`src/common/sl_pkg.sv`:
```
package sl_pkg;

	localparam int NODE_BITS = 5;
	localparam int NUM_NODES = 32;
	localparam int CAPACITY = NUM_NODES - 2;
	localparam int RANK_BITS = 10;
	localparam int META_BITS = 20;

	typedef logic [NODE_BITS-1:0] node_idx_t;
	typedef logic [RANK_BITS-1:0] rank_t;
	typedef logic [META_BITS-1:0] meta_t;
	typedef logic [4:0] entry_count_t;

	localparam node_idx_t HEAD_NODE = 5'd0;
	localparam node_idx_t TAIL_NODE = 5'd1;
	localparam node_idx_t NULL_NODE = 5'h1f;

	typedef struct packed {
		rank_t rank;
		meta_t meta;
	} entry_t;

	// One list node as held in the node memory
	typedef struct packed {
		entry_t entry;
		node_idx_t rptr;
		node_idx_t lptr;
	} node_t;

	typedef struct packed {
		node_idx_t addr;
		entry_t entry;
		node_idx_t rptr;
		node_idx_t lptr;
		logic we_entry;
		logic we_rptr;
		logic we_lptr;
	} node_write_t;

	typedef enum logic [3:0] {
		INIT_ENDS,
		INIT_FREE,
		IDLE,
		INS_WAIT_WALK,
		INS_LINK_NEW,
		INS_LINK_LEFT,
		INS_LINK_RIGHT,
		RMV_READ_TAIL,
		RMV_READ_NODE,
		RMV_UNLINK_LEFT,
		RMV_UNLINK_TAIL
	} ctrl_state_t;

	typedef enum logic [1:0] {
		WALK_IDLE,
		WALK_READ,
		WALK_CHECK
	} walk_state_t;

endpackage
```
`src/source/sorted_list_top.sv`:
```
`timescale 1ns/1ns

module sorted_list_top
(
	input logic clk,
	input logic rst,
	input logic insert,
	input logic remove,
	input sl_pkg::entry_t entry_in,
	output sl_pkg::entry_t entry_out,
	output logic valid_out,
	output sl_pkg::entry_count_t num_entries,
	output logic busy,
	output logic full
);

	logic walk_start;
	sl_pkg::rank_t walk_rank;
	logic walk_done;
	sl_pkg::node_idx_t left_node;
	sl_pkg::node_idx_t right_node;
	sl_pkg::node_idx_t rd_a_addr;
	sl_pkg::node_idx_t rd_b_addr;
	sl_pkg::node_t node_a;
	sl_pkg::node_t node_b;
	sl_pkg::node_write_t node_wr;
	logic push;
	logic pop;
	sl_pkg::node_idx_t push_node;
	sl_pkg::node_idx_t free_node;
	logic free_empty;

	// The list is full once no free node remains
	assign full = free_empty;

	list_control_fsm u_ctrl
	(
		.clk (clk),
		.rst (rst),
		.insert (insert),
		.remove (remove),
		.entry_in (entry_in),
		.free_node (free_node),
		.free_empty (free_empty),
		.walk_done (walk_done),
		.left_node (left_node),
		.right_node (right_node),
		.node_b (node_b),
		.walk_start (walk_start),
		.walk_rank (walk_rank),
		.rd_b_addr (rd_b_addr),
		.node_wr (node_wr),
		.push (push),
		.push_node (push_node),
		.pop (pop),
		.entry_out (entry_out),
		.valid_out (valid_out),
		.num_entries (num_entries),
		.busy (busy)
	);

	list_walker u_walker
	(
		.clk (clk),
		.rst (rst),
		.walk_start (walk_start),
		.walk_rank (walk_rank),
		.node_a (node_a),
		.walk_done (walk_done),
		.left_node (left_node),
		.right_node (right_node),
		.rd_a_addr (rd_a_addr)
	);

	node_store u_nodes
	(
		.clk (clk),
		.node_wr (node_wr),
		.rd_a_addr (rd_a_addr),
		.rd_b_addr (rd_b_addr),
		.node_a (node_a),
		.node_b (node_b)
	);

	free_list u_free
	(
		.clk (clk),
		.rst (rst),
		.push (push),
		.push_node (push_node),
		.pop (pop),
		.free_node (free_node),
		.free_empty (free_empty)
	);

endmodule

```
`src/source/list_control_fsm.sv`:
```
`timescale 1ns/1ns

module list_control_fsm
(
	input logic clk,
	input logic rst,
	input logic insert,
	input logic remove,
	input sl_pkg::entry_t entry_in,
	input sl_pkg::node_idx_t free_node,
	input logic free_empty,
	input logic walk_done,
	input sl_pkg::node_idx_t left_node,
	input sl_pkg::node_idx_t right_node,
	input sl_pkg::node_t node_b,
	output logic walk_start,
	output sl_pkg::rank_t walk_rank,
	output sl_pkg::node_idx_t rd_b_addr,
	output sl_pkg::node_write_t node_wr,
	output logic push,
	output sl_pkg::node_idx_t push_node,
	output logic pop,
	output sl_pkg::entry_t entry_out,
	output logic valid_out,
	output sl_pkg::entry_count_t num_entries,
	output logic busy
);

	sl_pkg::ctrl_state_t state;
	sl_pkg::node_idx_t init_cnt;
	sl_pkg::node_idx_t new_node;
	sl_pkg::entry_t new_entry;
	sl_pkg::node_idx_t rmv_node;
	sl_pkg::node_idx_t rmv_left;
	logic finish;
	logic finish_ins;

	// One closing cycle after each operation, while the free list head settles
	assign busy = (state != sl_pkg::IDLE) | finish;
	assign pop = finish & finish_ins;
	assign walk_rank = new_entry.rank;

	always_comb
	begin
		case (state)
			sl_pkg::RMV_READ_NODE: rd_b_addr = node_b.lptr;
			default: rd_b_addr = sl_pkg::TAIL_NODE;
		endcase
	end

	always_comb
	begin
		push = 1'b0;
		push_node = init_cnt;
		if (state == sl_pkg::INIT_FREE)
			push = 1'b1;
		else if (state == sl_pkg::RMV_UNLINK_LEFT)
		begin
			push = 1'b1;
			push_node = rmv_node;
		end
	end

	always_comb
	begin
		node_wr = '0;
		case (state)
			sl_pkg::INIT_ENDS:
			begin
				node_wr.addr = init_cnt;
				node_wr.we_entry = 1'b1;
				node_wr.we_rptr = 1'b1;
				node_wr.we_lptr = 1'b1;
				if (init_cnt == sl_pkg::HEAD_NODE)
				begin
					node_wr.entry = '1;
					node_wr.rptr = sl_pkg::TAIL_NODE;
					node_wr.lptr = sl_pkg::NULL_NODE;
				end
				else
				begin
					node_wr.rptr = sl_pkg::NULL_NODE;
					node_wr.lptr = sl_pkg::HEAD_NODE;
				end
			end
			sl_pkg::INS_LINK_NEW:
			begin
				node_wr.addr = new_node;
				node_wr.entry = new_entry;
				node_wr.rptr = right_node;
				node_wr.lptr = left_node;
				node_wr.we_entry = 1'b1;
				node_wr.we_rptr = 1'b1;
				node_wr.we_lptr = 1'b1;
			end
			sl_pkg::INS_LINK_LEFT:
			begin
				node_wr.addr = left_node;
				node_wr.rptr = new_node;
				node_wr.we_rptr = 1'b1;
			end
			sl_pkg::INS_LINK_RIGHT:
			begin
				node_wr.addr = right_node;
				node_wr.lptr = new_node;
				node_wr.we_lptr = 1'b1;
			end
			sl_pkg::RMV_UNLINK_LEFT:
			begin
				// node_b holds the removed node here
				node_wr.addr = node_b.lptr;
				node_wr.rptr = sl_pkg::TAIL_NODE;
				node_wr.we_rptr = 1'b1;
			end
			sl_pkg::RMV_UNLINK_TAIL:
			begin
				node_wr.addr = sl_pkg::TAIL_NODE;
				node_wr.lptr = rmv_left;
				node_wr.we_lptr = 1'b1;
			end
			default:
			begin
			end
		endcase
	end

	always_ff @(posedge clk)
	begin
		if (rst)
		begin
			state <= sl_pkg::INIT_ENDS;
			init_cnt <= '0;
			walk_start <= 1'b0;
			valid_out <= 1'b0;
			num_entries <= '0;
			finish <= 1'b0;
			finish_ins <= 1'b0;
		end
		else
		begin
			walk_start <= 1'b0;
			valid_out <= 1'b0;
			finish <= 1'b0;
			if (pop)
				num_entries <= num_entries + 1'b1;
			case (state)
				sl_pkg::INIT_ENDS:
				begin
					init_cnt <= init_cnt + 1'b1;
					if (init_cnt == sl_pkg::TAIL_NODE)
						state <= sl_pkg::INIT_FREE;
				end
				sl_pkg::INIT_FREE:
				begin
					init_cnt <= init_cnt + 1'b1;
					if (init_cnt == sl_pkg::node_idx_t'(sl_pkg::NUM_NODES - 1))
						state <= sl_pkg::IDLE;
				end
				sl_pkg::IDLE:
					if (!finish)
					begin
						if (remove && num_entries != '0)
							state <= sl_pkg::RMV_READ_TAIL;
						else if (insert && !free_empty)
						begin
							new_node <= free_node;
							new_entry <= entry_in;
							walk_start <= 1'b1;
							state <= sl_pkg::INS_WAIT_WALK;
						end
					end
				sl_pkg::INS_WAIT_WALK:
					if (walk_done)
						state <= sl_pkg::INS_LINK_NEW;
				sl_pkg::INS_LINK_NEW:
					state <= sl_pkg::INS_LINK_LEFT;
				sl_pkg::INS_LINK_LEFT:
					state <= sl_pkg::INS_LINK_RIGHT;
				sl_pkg::INS_LINK_RIGHT:
				begin
					finish <= 1'b1;
					finish_ins <= 1'b1;
					state <= sl_pkg::IDLE;
				end
				sl_pkg::RMV_READ_TAIL:
					state <= sl_pkg::RMV_READ_NODE;
				sl_pkg::RMV_READ_NODE:
				begin
					rmv_node <= node_b.lptr;
					state <= sl_pkg::RMV_UNLINK_LEFT;
				end
				sl_pkg::RMV_UNLINK_LEFT:
				begin
					entry_out <= node_b.entry;
					valid_out <= 1'b1;
					num_entries <= num_entries - 1'b1;
					rmv_left <= node_b.lptr;
					state <= sl_pkg::RMV_UNLINK_TAIL;
				end
				sl_pkg::RMV_UNLINK_TAIL:
				begin
					finish <= 1'b1;
					finish_ins <= 1'b0;
					state <= sl_pkg::IDLE;
				end
				default:
					state <= sl_pkg::INIT_ENDS;
			endcase
		end
	end

endmodule

```
`src/source/list_walker.sv`:
```
`timescale 1ns/1ns

module list_walker
(
	input logic clk,
	input logic rst,
	input logic walk_start,
	input sl_pkg::rank_t walk_rank,
	input sl_pkg::node_t node_a,
	output logic walk_done,
	output sl_pkg::node_idx_t left_node,
	output sl_pkg::node_idx_t right_node,
	output sl_pkg::node_idx_t rd_a_addr
);

	sl_pkg::walk_state_t state;
	sl_pkg::node_idx_t cur;
	logic stop;

	assign rd_a_addr = cur;

	// Head never stops the walk; tail always does with rank zero
	assign stop = (cur != sl_pkg::HEAD_NODE) && (node_a.entry.rank <= walk_rank);

	always_ff @(posedge clk)
	begin
		if (rst)
		begin
			state <= sl_pkg::WALK_IDLE;
			cur <= sl_pkg::HEAD_NODE;
			walk_done <= 1'b0;
		end
		else
		begin
			walk_done <= 1'b0;
			case (state)
				sl_pkg::WALK_IDLE:
					if (walk_start)
					begin
						cur <= sl_pkg::HEAD_NODE;
						state <= sl_pkg::WALK_READ;
					end
				sl_pkg::WALK_READ:
					state <= sl_pkg::WALK_CHECK;
				sl_pkg::WALK_CHECK:
					if (stop)
					begin
						right_node <= cur;
						walk_done <= 1'b1;
						state <= sl_pkg::WALK_IDLE;
					end
					else
					begin
						left_node <= cur;
						cur <= node_a.rptr;
						state <= sl_pkg::WALK_READ;
					end
				default:
					state <= sl_pkg::WALK_IDLE;
			endcase
		end
	end

endmodule

```
`src/source/node_store.sv`:
```
`timescale 1ns/1ns

module node_store
(
	input logic clk,
	input sl_pkg::node_write_t node_wr,
	input sl_pkg::node_idx_t rd_a_addr,
	input sl_pkg::node_idx_t rd_b_addr,
	output sl_pkg::node_t node_a,
	output sl_pkg::node_t node_b
);

	sl_pkg::node_t mem [sl_pkg::NUM_NODES];

	// Each field has its own enable so pointer fixups leave the rest intact
	always_ff @(posedge clk)
	begin
		if (node_wr.we_entry)
			mem[node_wr.addr].entry <= node_wr.entry;
		if (node_wr.we_rptr)
			mem[node_wr.addr].rptr <= node_wr.rptr;
		if (node_wr.we_lptr)
			mem[node_wr.addr].lptr <= node_wr.lptr;
	end

	always_ff @(posedge clk)
	begin
		node_a <= mem[rd_a_addr];
		node_b <= mem[rd_b_addr];
	end

endmodule

```
`src/source/free_list.sv`:
```
`timescale 1ns/1ns

module free_list
(
	input logic clk,
	input logic rst,
	input logic push,
	input sl_pkg::node_idx_t push_node,
	input logic pop,
	output sl_pkg::node_idx_t free_node,
	output logic free_empty
);

	sl_pkg::node_idx_t fifo [sl_pkg::NUM_NODES];
	sl_pkg::node_idx_t wr_ptr;
	sl_pkg::node_idx_t rd_ptr;
	logic [sl_pkg::NODE_BITS:0] count;

	// Oldest entry is visible without waiting for a read
	assign free_node = fifo[rd_ptr];
	assign free_empty = (count == '0);

	always_ff @(posedge clk)
	begin
		if (push)
			fifo[wr_ptr] <= push_node;
	end

	always_ff @(posedge clk)
	begin
		if (rst)
		begin
			wr_ptr <= '0;
			rd_ptr <= '0;
			count <= '0;
		end
		else
		begin
			if (push)
				wr_ptr <= wr_ptr + 1'b1;
			if (pop && !free_empty)
				rd_ptr <= rd_ptr + 1'b1;
			if (push && !(pop && !free_empty))
				count <= count + 1'b1;
			else if (!push && pop && !free_empty)
				count <= count - 1'b1;
		end
	end

endmodule

```
`config.mk`:
```
export PLATFORM = sky130hd
export DESIGN_NAME = sorted_list_top
export DESIGN_NICKNAME = d
export VERILOG_FILES = /design/src/common/sl_pkg.sv /design/src/source/sorted_list_top.sv /design/src/source/list_control_fsm.sv /design/src/source/list_walker.sv /design/src/source/node_store.sv /design/src/source/free_list.sv
export SDC_FILE = /design/constraint.sdc
export NUM_CORES = 2
export LEC_CHECK = 0
export BUFFER_PORTS_ARGS = -buffer_cell sky130_fd_sc_hd__buf_2
export CORE_MARGIN = 1.5
export CORE_UTILIZATION = 34
export CTS_CLUSTER_DIAMETER = 100
export DETAILED_ROUTE_END_ITERATION = 8
export PLACE_DENSITY = 0.5
export SLEW_MARGIN = 5
export SYNTH_ARGS = -nofsm -noshare
export SYNTH_HDL_FRONTEND = slang
export SYNTH_HIERARCHICAL = 1
export SYNTH_SLANG_ARGS = --single-unit
```
`constraint.sdc`:
```
create_clock -name clk -period 4.88 [get_ports clk]
set_input_delay 0.732 -clock clk [delete_from_list [all_inputs] [get_ports clk]]
set_output_delay 0.732 -clock clk [all_outputs]
set_load 0.02 [all_outputs]
```
# Word level (Yosys, flattened, before mapping)
# Memories as Yosys holds them, arrays and structs flattened. A register that Yosys moved wholly into a read port is not among the register bits.
# Index checks and enable logic that the tools add are counted.
[totals]
ff_bits = 122
ramBits = 1440
inputBits = 34
out_inout_bits = 38
wordCells = 138
memories = 2
[op_classes]
addsub = 7
n_lt_le_gt_ge = 1
n_eq_ne = 22
muxes = 43
n_bitwise = 8
n_reduce_logical = 34
[memory_table]
columns = ["name", "words", "width", "read_ports", "rd_clocked_by_memory_dff", "wr", "line", "source"]
rows = [
  ["u_nodes.mem", 32, 40, 2, 2, 1, "node_store.sv:13", "sl_pkg::node_t mem [sl_pkg::NUM_NODES];"],
  ["u_free.fifo", 32, 5, 1, 1, 1, "free_list.sv:14", "sl_pkg::node_idx_t fifo [sl_pkg::NUM_NODES];"],
]
[op_table]
columns = ["operator", "count"]
rows = [
  ["30-bit one-hot mux with 2 select lines", 1],
  ["4-bit one-hot mux with 10 select lines", 1],
  ["5-bit one-hot mux with 4 select lines", 2],
  ["5-bit 2-to-1 mux", 7],
  ["30-bit 2-to-1 mux", 1],
  ["5-bit one-hot mux with 6 select lines", 1],
  ["4-bit 2-to-1 mux", 6],
  ["5-bit by 1-bit adder with 5-bit output (second input constant)", 4],
  ["1-bit 2-to-1 mux", 17],
  ["4-bit by 3-bit == test with 1-bit output (second input constant)", 4],
  ["4-bit == test (second input constant)", 3],
  ["6-bit 2-to-1 mux", 2],
  ["4-bit OR reduction", 3],
  ["10-bit less-or-equal comparator", 1],
  ["10-bit 2-to-1 mux", 1],
  ["5-bit one-hot mux with 2 select lines", 1],
  ["5-bit AND reduction", 2],
  ["5-bit nonzero test", 2],
  ["3-bit AND reduction", 3],
  ["4-bit by 2-bit == test with 1-bit output (second input constant)", 2],
  ["2-bit != test (second input constant)", 4],
  ["2-bit nonzero test", 4],
  ["2-bit OR reduction", 4],
  ["1-bit logical AND", 7],
  ["other kinds (23)", 32],
]

# Depth between registers and ports, before layout
[depth]
word_depth = 8
ltp_mapped = 12
mapped_depth_nobuf = 11

# Modules after synthesis
# Netlist, hierarchy kept.
[modules_own_cells]
columns = ["mod", "instances", "cells_per_inst", "area_each_um2", "seq_area_each_um2"]
rows = [
  ["node_store", 1, 4411, 63116.8, 40038.4],
  ["free_list", 1, 378, 7245.7, 5225.0],
  ["list_control_fsm", 1, 358, 4121.5, 2612.5],
  ["list_walker", 1, 73, 890.9, 460.4],
]

# Worst setup path before layout
# Ideal clock, no wire load.
[synth_path]
path_kind = "flip-flop to flip-flop"
startpoint = "register u_ctrl.state[3]"
endpoint = "register u_ctrl/new_entry[0] (netlist bit) (enable)"
setup_time_ns = 0.514
t_arrival_ns = 4.537
setup_slack_ns = -0.171
path_stages_with_launch = 4
path_cell_list = "dfxtp_1 -> buf_4 -> or4_4 -> nor4_1"
[synth_between]
elab_chain_len = 2
[synth_lines]
columns = ["item", "line", "source"]
rows = [
  ["start, declared", "list_control_fsm.sv:29", "sl_pkg::ctrl_state_t state;"],
  ["start signal, assigned", "list_control_fsm.sv:131", "state <= sl_pkg::INIT_ENDS;"],
  ["start signal, assigned", "list_control_fsm.sv:151", "state <= sl_pkg::INIT_FREE;"],
  ["start signal, assigned", "list_control_fsm.sv:157", "state <= sl_pkg::IDLE;"],
  ["4-bit by 2-bit == test with 1-bit output", "list_control_fsm.sv:146", "case (state)"],
  ["5-bit AND reduction (no source line)", "n/a", ""],
  ["end signal, assigned", "list_control_fsm.sv:167", "new_entry <= entry_in;"],
  ["end, declared", "list_control_fsm.sv:32", "sl_pkg::entry_t new_entry;"],
]
# No other way between the ends.
# A chain may end at the register's enable or synchronous reset.

# Worst setup path after layout
[layout_path]
startpoint = "register u_ctrl.state[3]"
endpoint = "register u_nodes/node_b[19] (netlist name)"
[layout_between]
elab_chain_len = 2
[layout_lines]
columns = ["item", "line", "source"]
rows = [
  ["4-bit == test", "list_control_fsm.sv:45", "case (state)"],
  ["5-bit 2-to-1 mux", "list_control_fsm.sv:45", ""],
  ["via rd_b_addr[1]", "sorted_list_top.sv:23", "sl_pkg::node_idx_t rd_b_addr;"],
]
# The timed path passes the listed nets, and every way through them passes these cells.

==> results.json <==
{
  "crit_path_start_kind": "register",
  "hpwl_um": 109000,
  "num_io_pins": 72,
  "nNetsFinal": 4313,
  "drive_above_1_share_pct": 13.9,
  "post_drt_via_cell_ratio": 5.15,
  "initial_core_util_pct": 34.3,
  "clock_latency_ps": 830,
  "reg2reg_slack_ps": 760,
  "wl_um": 181000,
  "numCtsBuffers": 179,
  "vias": 36200,
  "core-area_um2": 195000,
  "status": "completed",
  "antenna_found_initial": 1,
  "combPwrFrac_pct": 15.1,
  "r2r-start": "u_ctrl/state[3]",
  "p_leak_nw": 23.4,
  "clock-sinks": 1622,
  "hold_path_end": "u_ctrl/new_entry[9]",
  "vdd_ir_drop_max_uv": 412,
  "route.detailed.drc": 0,
  "cap_violations": 0,
  "p_seq_share_pct": 49.7,
  "fp.dieH_um": 447,
  "hold_viol_final": 0,
  "drt_iter0_drc": 2881,
  "rows": 162,
  "syn_inst": 4194,
  "whs_path_depth": 1,
  "grt-ovfl-total": 0,
  "setup_viol": 0,
  "synth_nets": 4256,
  "die_width_um": 447,
  "ff2ff_path_depth": 10,
  "area_growth_pct": 14.0,
  "antenna_left": 0,
  "port_buffers": 71,
  "total_power_mw": 39.0,
  "clockPowerShare_pct": 35.2,
  "cp_max_fo": 51,
  "postCtsSetupRepairBufs": 0,
  "max_freq_mhz": 243,
  "cts_tree": "built",
  "p_switching_mw": 10.8,
  "hold_class": "input port to register",
  "clockBufferDepth": 3,
  "path_clk_slew_ps": 60,
  "grt_usage_pct": 18.0,
  "p_int_mw": 28.2,
  "slew_violations": 0,
  "postCtsHoldBufs": 5,
  "worst_slew_pin_slew_ps": 1210,
  "min-delay-start": "entry_in[9]",
  "drtPass1Iterations": 6,
  "fin_crit_sh_pct": 84.4,
  "tns_ps": 0,
  "synth.cell_area_um2": 67000,
  "place.gp.congestion": 0.781,
  "r2r_end": "u_nodes/node_b[19]",
  "grt_max_degree": 78,
  "endpoint_kind": "register",
  "synth_area_per_cell_um2": 16.0,
  "worstPathRequired_ps": 5550,
  "post_cts_resized": 0,
  "powerDensity_nw_per_um2": 511,
  "min_period_ps": 4120,
  "crit_type": "register to register",
  "rsz0062_at_grt": "no",
  "n_antenna_cell": 0,
  "htreeDepth": 4,
  "dieArea_um2": 200000,
  "skew_ps": 49.8,
  "yosys_warnings": 6,
  "grt_pass1_vias": 36900,
  "grt_pass1_wl_um": 262000,
  "sw_frac_of_total_pct": 27.6,
  "worstPathArrival_ps": 4790,
  "max_slew_margin_pct": 19.2,
  "wl_per_cell_um": 25.8,
  "cts-root-buf": "clkbuf_16"
}
[layer usage]
metal | up-vias | global-route usage (%) | routed length [um]
met3 | 236 | 2.89 | 7960
met4 | 0 | 4.86 | 4210
met5 | - | 0 | 0
met1 | 18800 | 24.0 | 80000
li1 | 16300 | - | -
met2 | 856 | 30.4 | 89000
[cell usage in the layout, fill, tap and decap left out, types with 5 or more instances in the layout]
master and count:
edfxtp_1 1525, mux2i_1 809, nand2_1 249, clkbuf_16 181, a22oi_1 168, a21oi_1 166
nand3_1 165, nor2_1 114, buf_4 105, a22o_1 100, dfxtp_1 95, buf_2 71
and2_1 66, nor3_1 58, a31oi_1 51, mux4_2 50, clkbuf_1 42, buf_12 36
and2_2 33, clkinv_2 31, clkinv_1 30, inv_1 26, ha_1 26, bufinv_16 21
nand2b_1 15, mux2_2 8, o21ai_0 7, xor2_1 7, xnor2_1 7, clkbuf_8 6
nand3b_1 6, inv_6 5, dlygate4sd3_1 5, or3_1 5, nor2b_1 5, a211oi_1 5
a32o_1 5
[flip-flops by register name, indices dropped and copies added, names as in the netlist, 6 cells and up, named ones only]
register / cells
u_nodes/node_b: 35
u_ctrl/walk_rank: 10
u_ctrl/entry_out: 30
u_nodes/node_a: 15
u_nodes/mem: 1280
u_ctrl/new_entry: 20
u_free/count: 6
u_free/fifo: 160
[worst max-delay path by stage]
stage                     from             endpoint  slack, ps
6_report       u_ctrl/state[3]   u_nodes/node_b[19]        760
5_1_grt        u_ctrl/state[0]  u_nodes/mem[28][14]        630
4_1_cts        u_ctrl/state[3]   u_nodes/node_b[19]        810
3_5_place_dp   u_ctrl/state[3]   u_nodes/node_b[19]        830
3_3_place_gp   u_ctrl/state[3]   u_nodes/node_b[19]        850
2_1_floorplan  u_ctrl/state[3]  u_ctrl/new_entry[0]       1300
[worst max-delay path, cell delays in order (launching register included)]
cell and delay, ps:
dfxtp_1 760, nand2b_1 340, nor3_1 560, and2_4 600, buf_12 270, buf_12 370
mux2i_1 260, a22o_1 190, nor3_1 80, a31oi_1 340, nand3_1 130
[through the flow]
step | instances | worst slack [ps] | instance area (um^2) | hold slack, ps | util, %
detailed placement | 6689 | 825 | 70300 | 392 | 36.0
finish | 7026 | 761 | 76400 | 81.7 | 39.1
global route | 7026 | 633 | 76400 | 21.8 | 39.1
floorplan | 4194 | 1300 | 67000 | 386 | -
CTS | 7026 | 811 | 76400 | 0.0848 | 39.1
global placement | 6689 | 852 | 70300 | 388 | 36.0
[cell type report]
class	instances	area, um^2
clock inverters	103	1220
multi-input cells	2203	17300
repair buffers	217	1910
clock buffers	229	4770
well taps	2624	3280
inverters	28	105
flip-flops and latches	1622	47700
fillers	18100	119000
[power by group through the flow]
stage	Combinational (mW)	Clock, mW	Sequential (mW)
detailed placement	6.01	0	19.7
CTS	6.02	14.0	19.4
global placement	5.91	0	19.7
floorplan	3.09	0	19.4
global route	6.43	14.6	19.5
finish	5.89	13.7	19.4
Note: power is estimated with default switching activity, not from simulation.
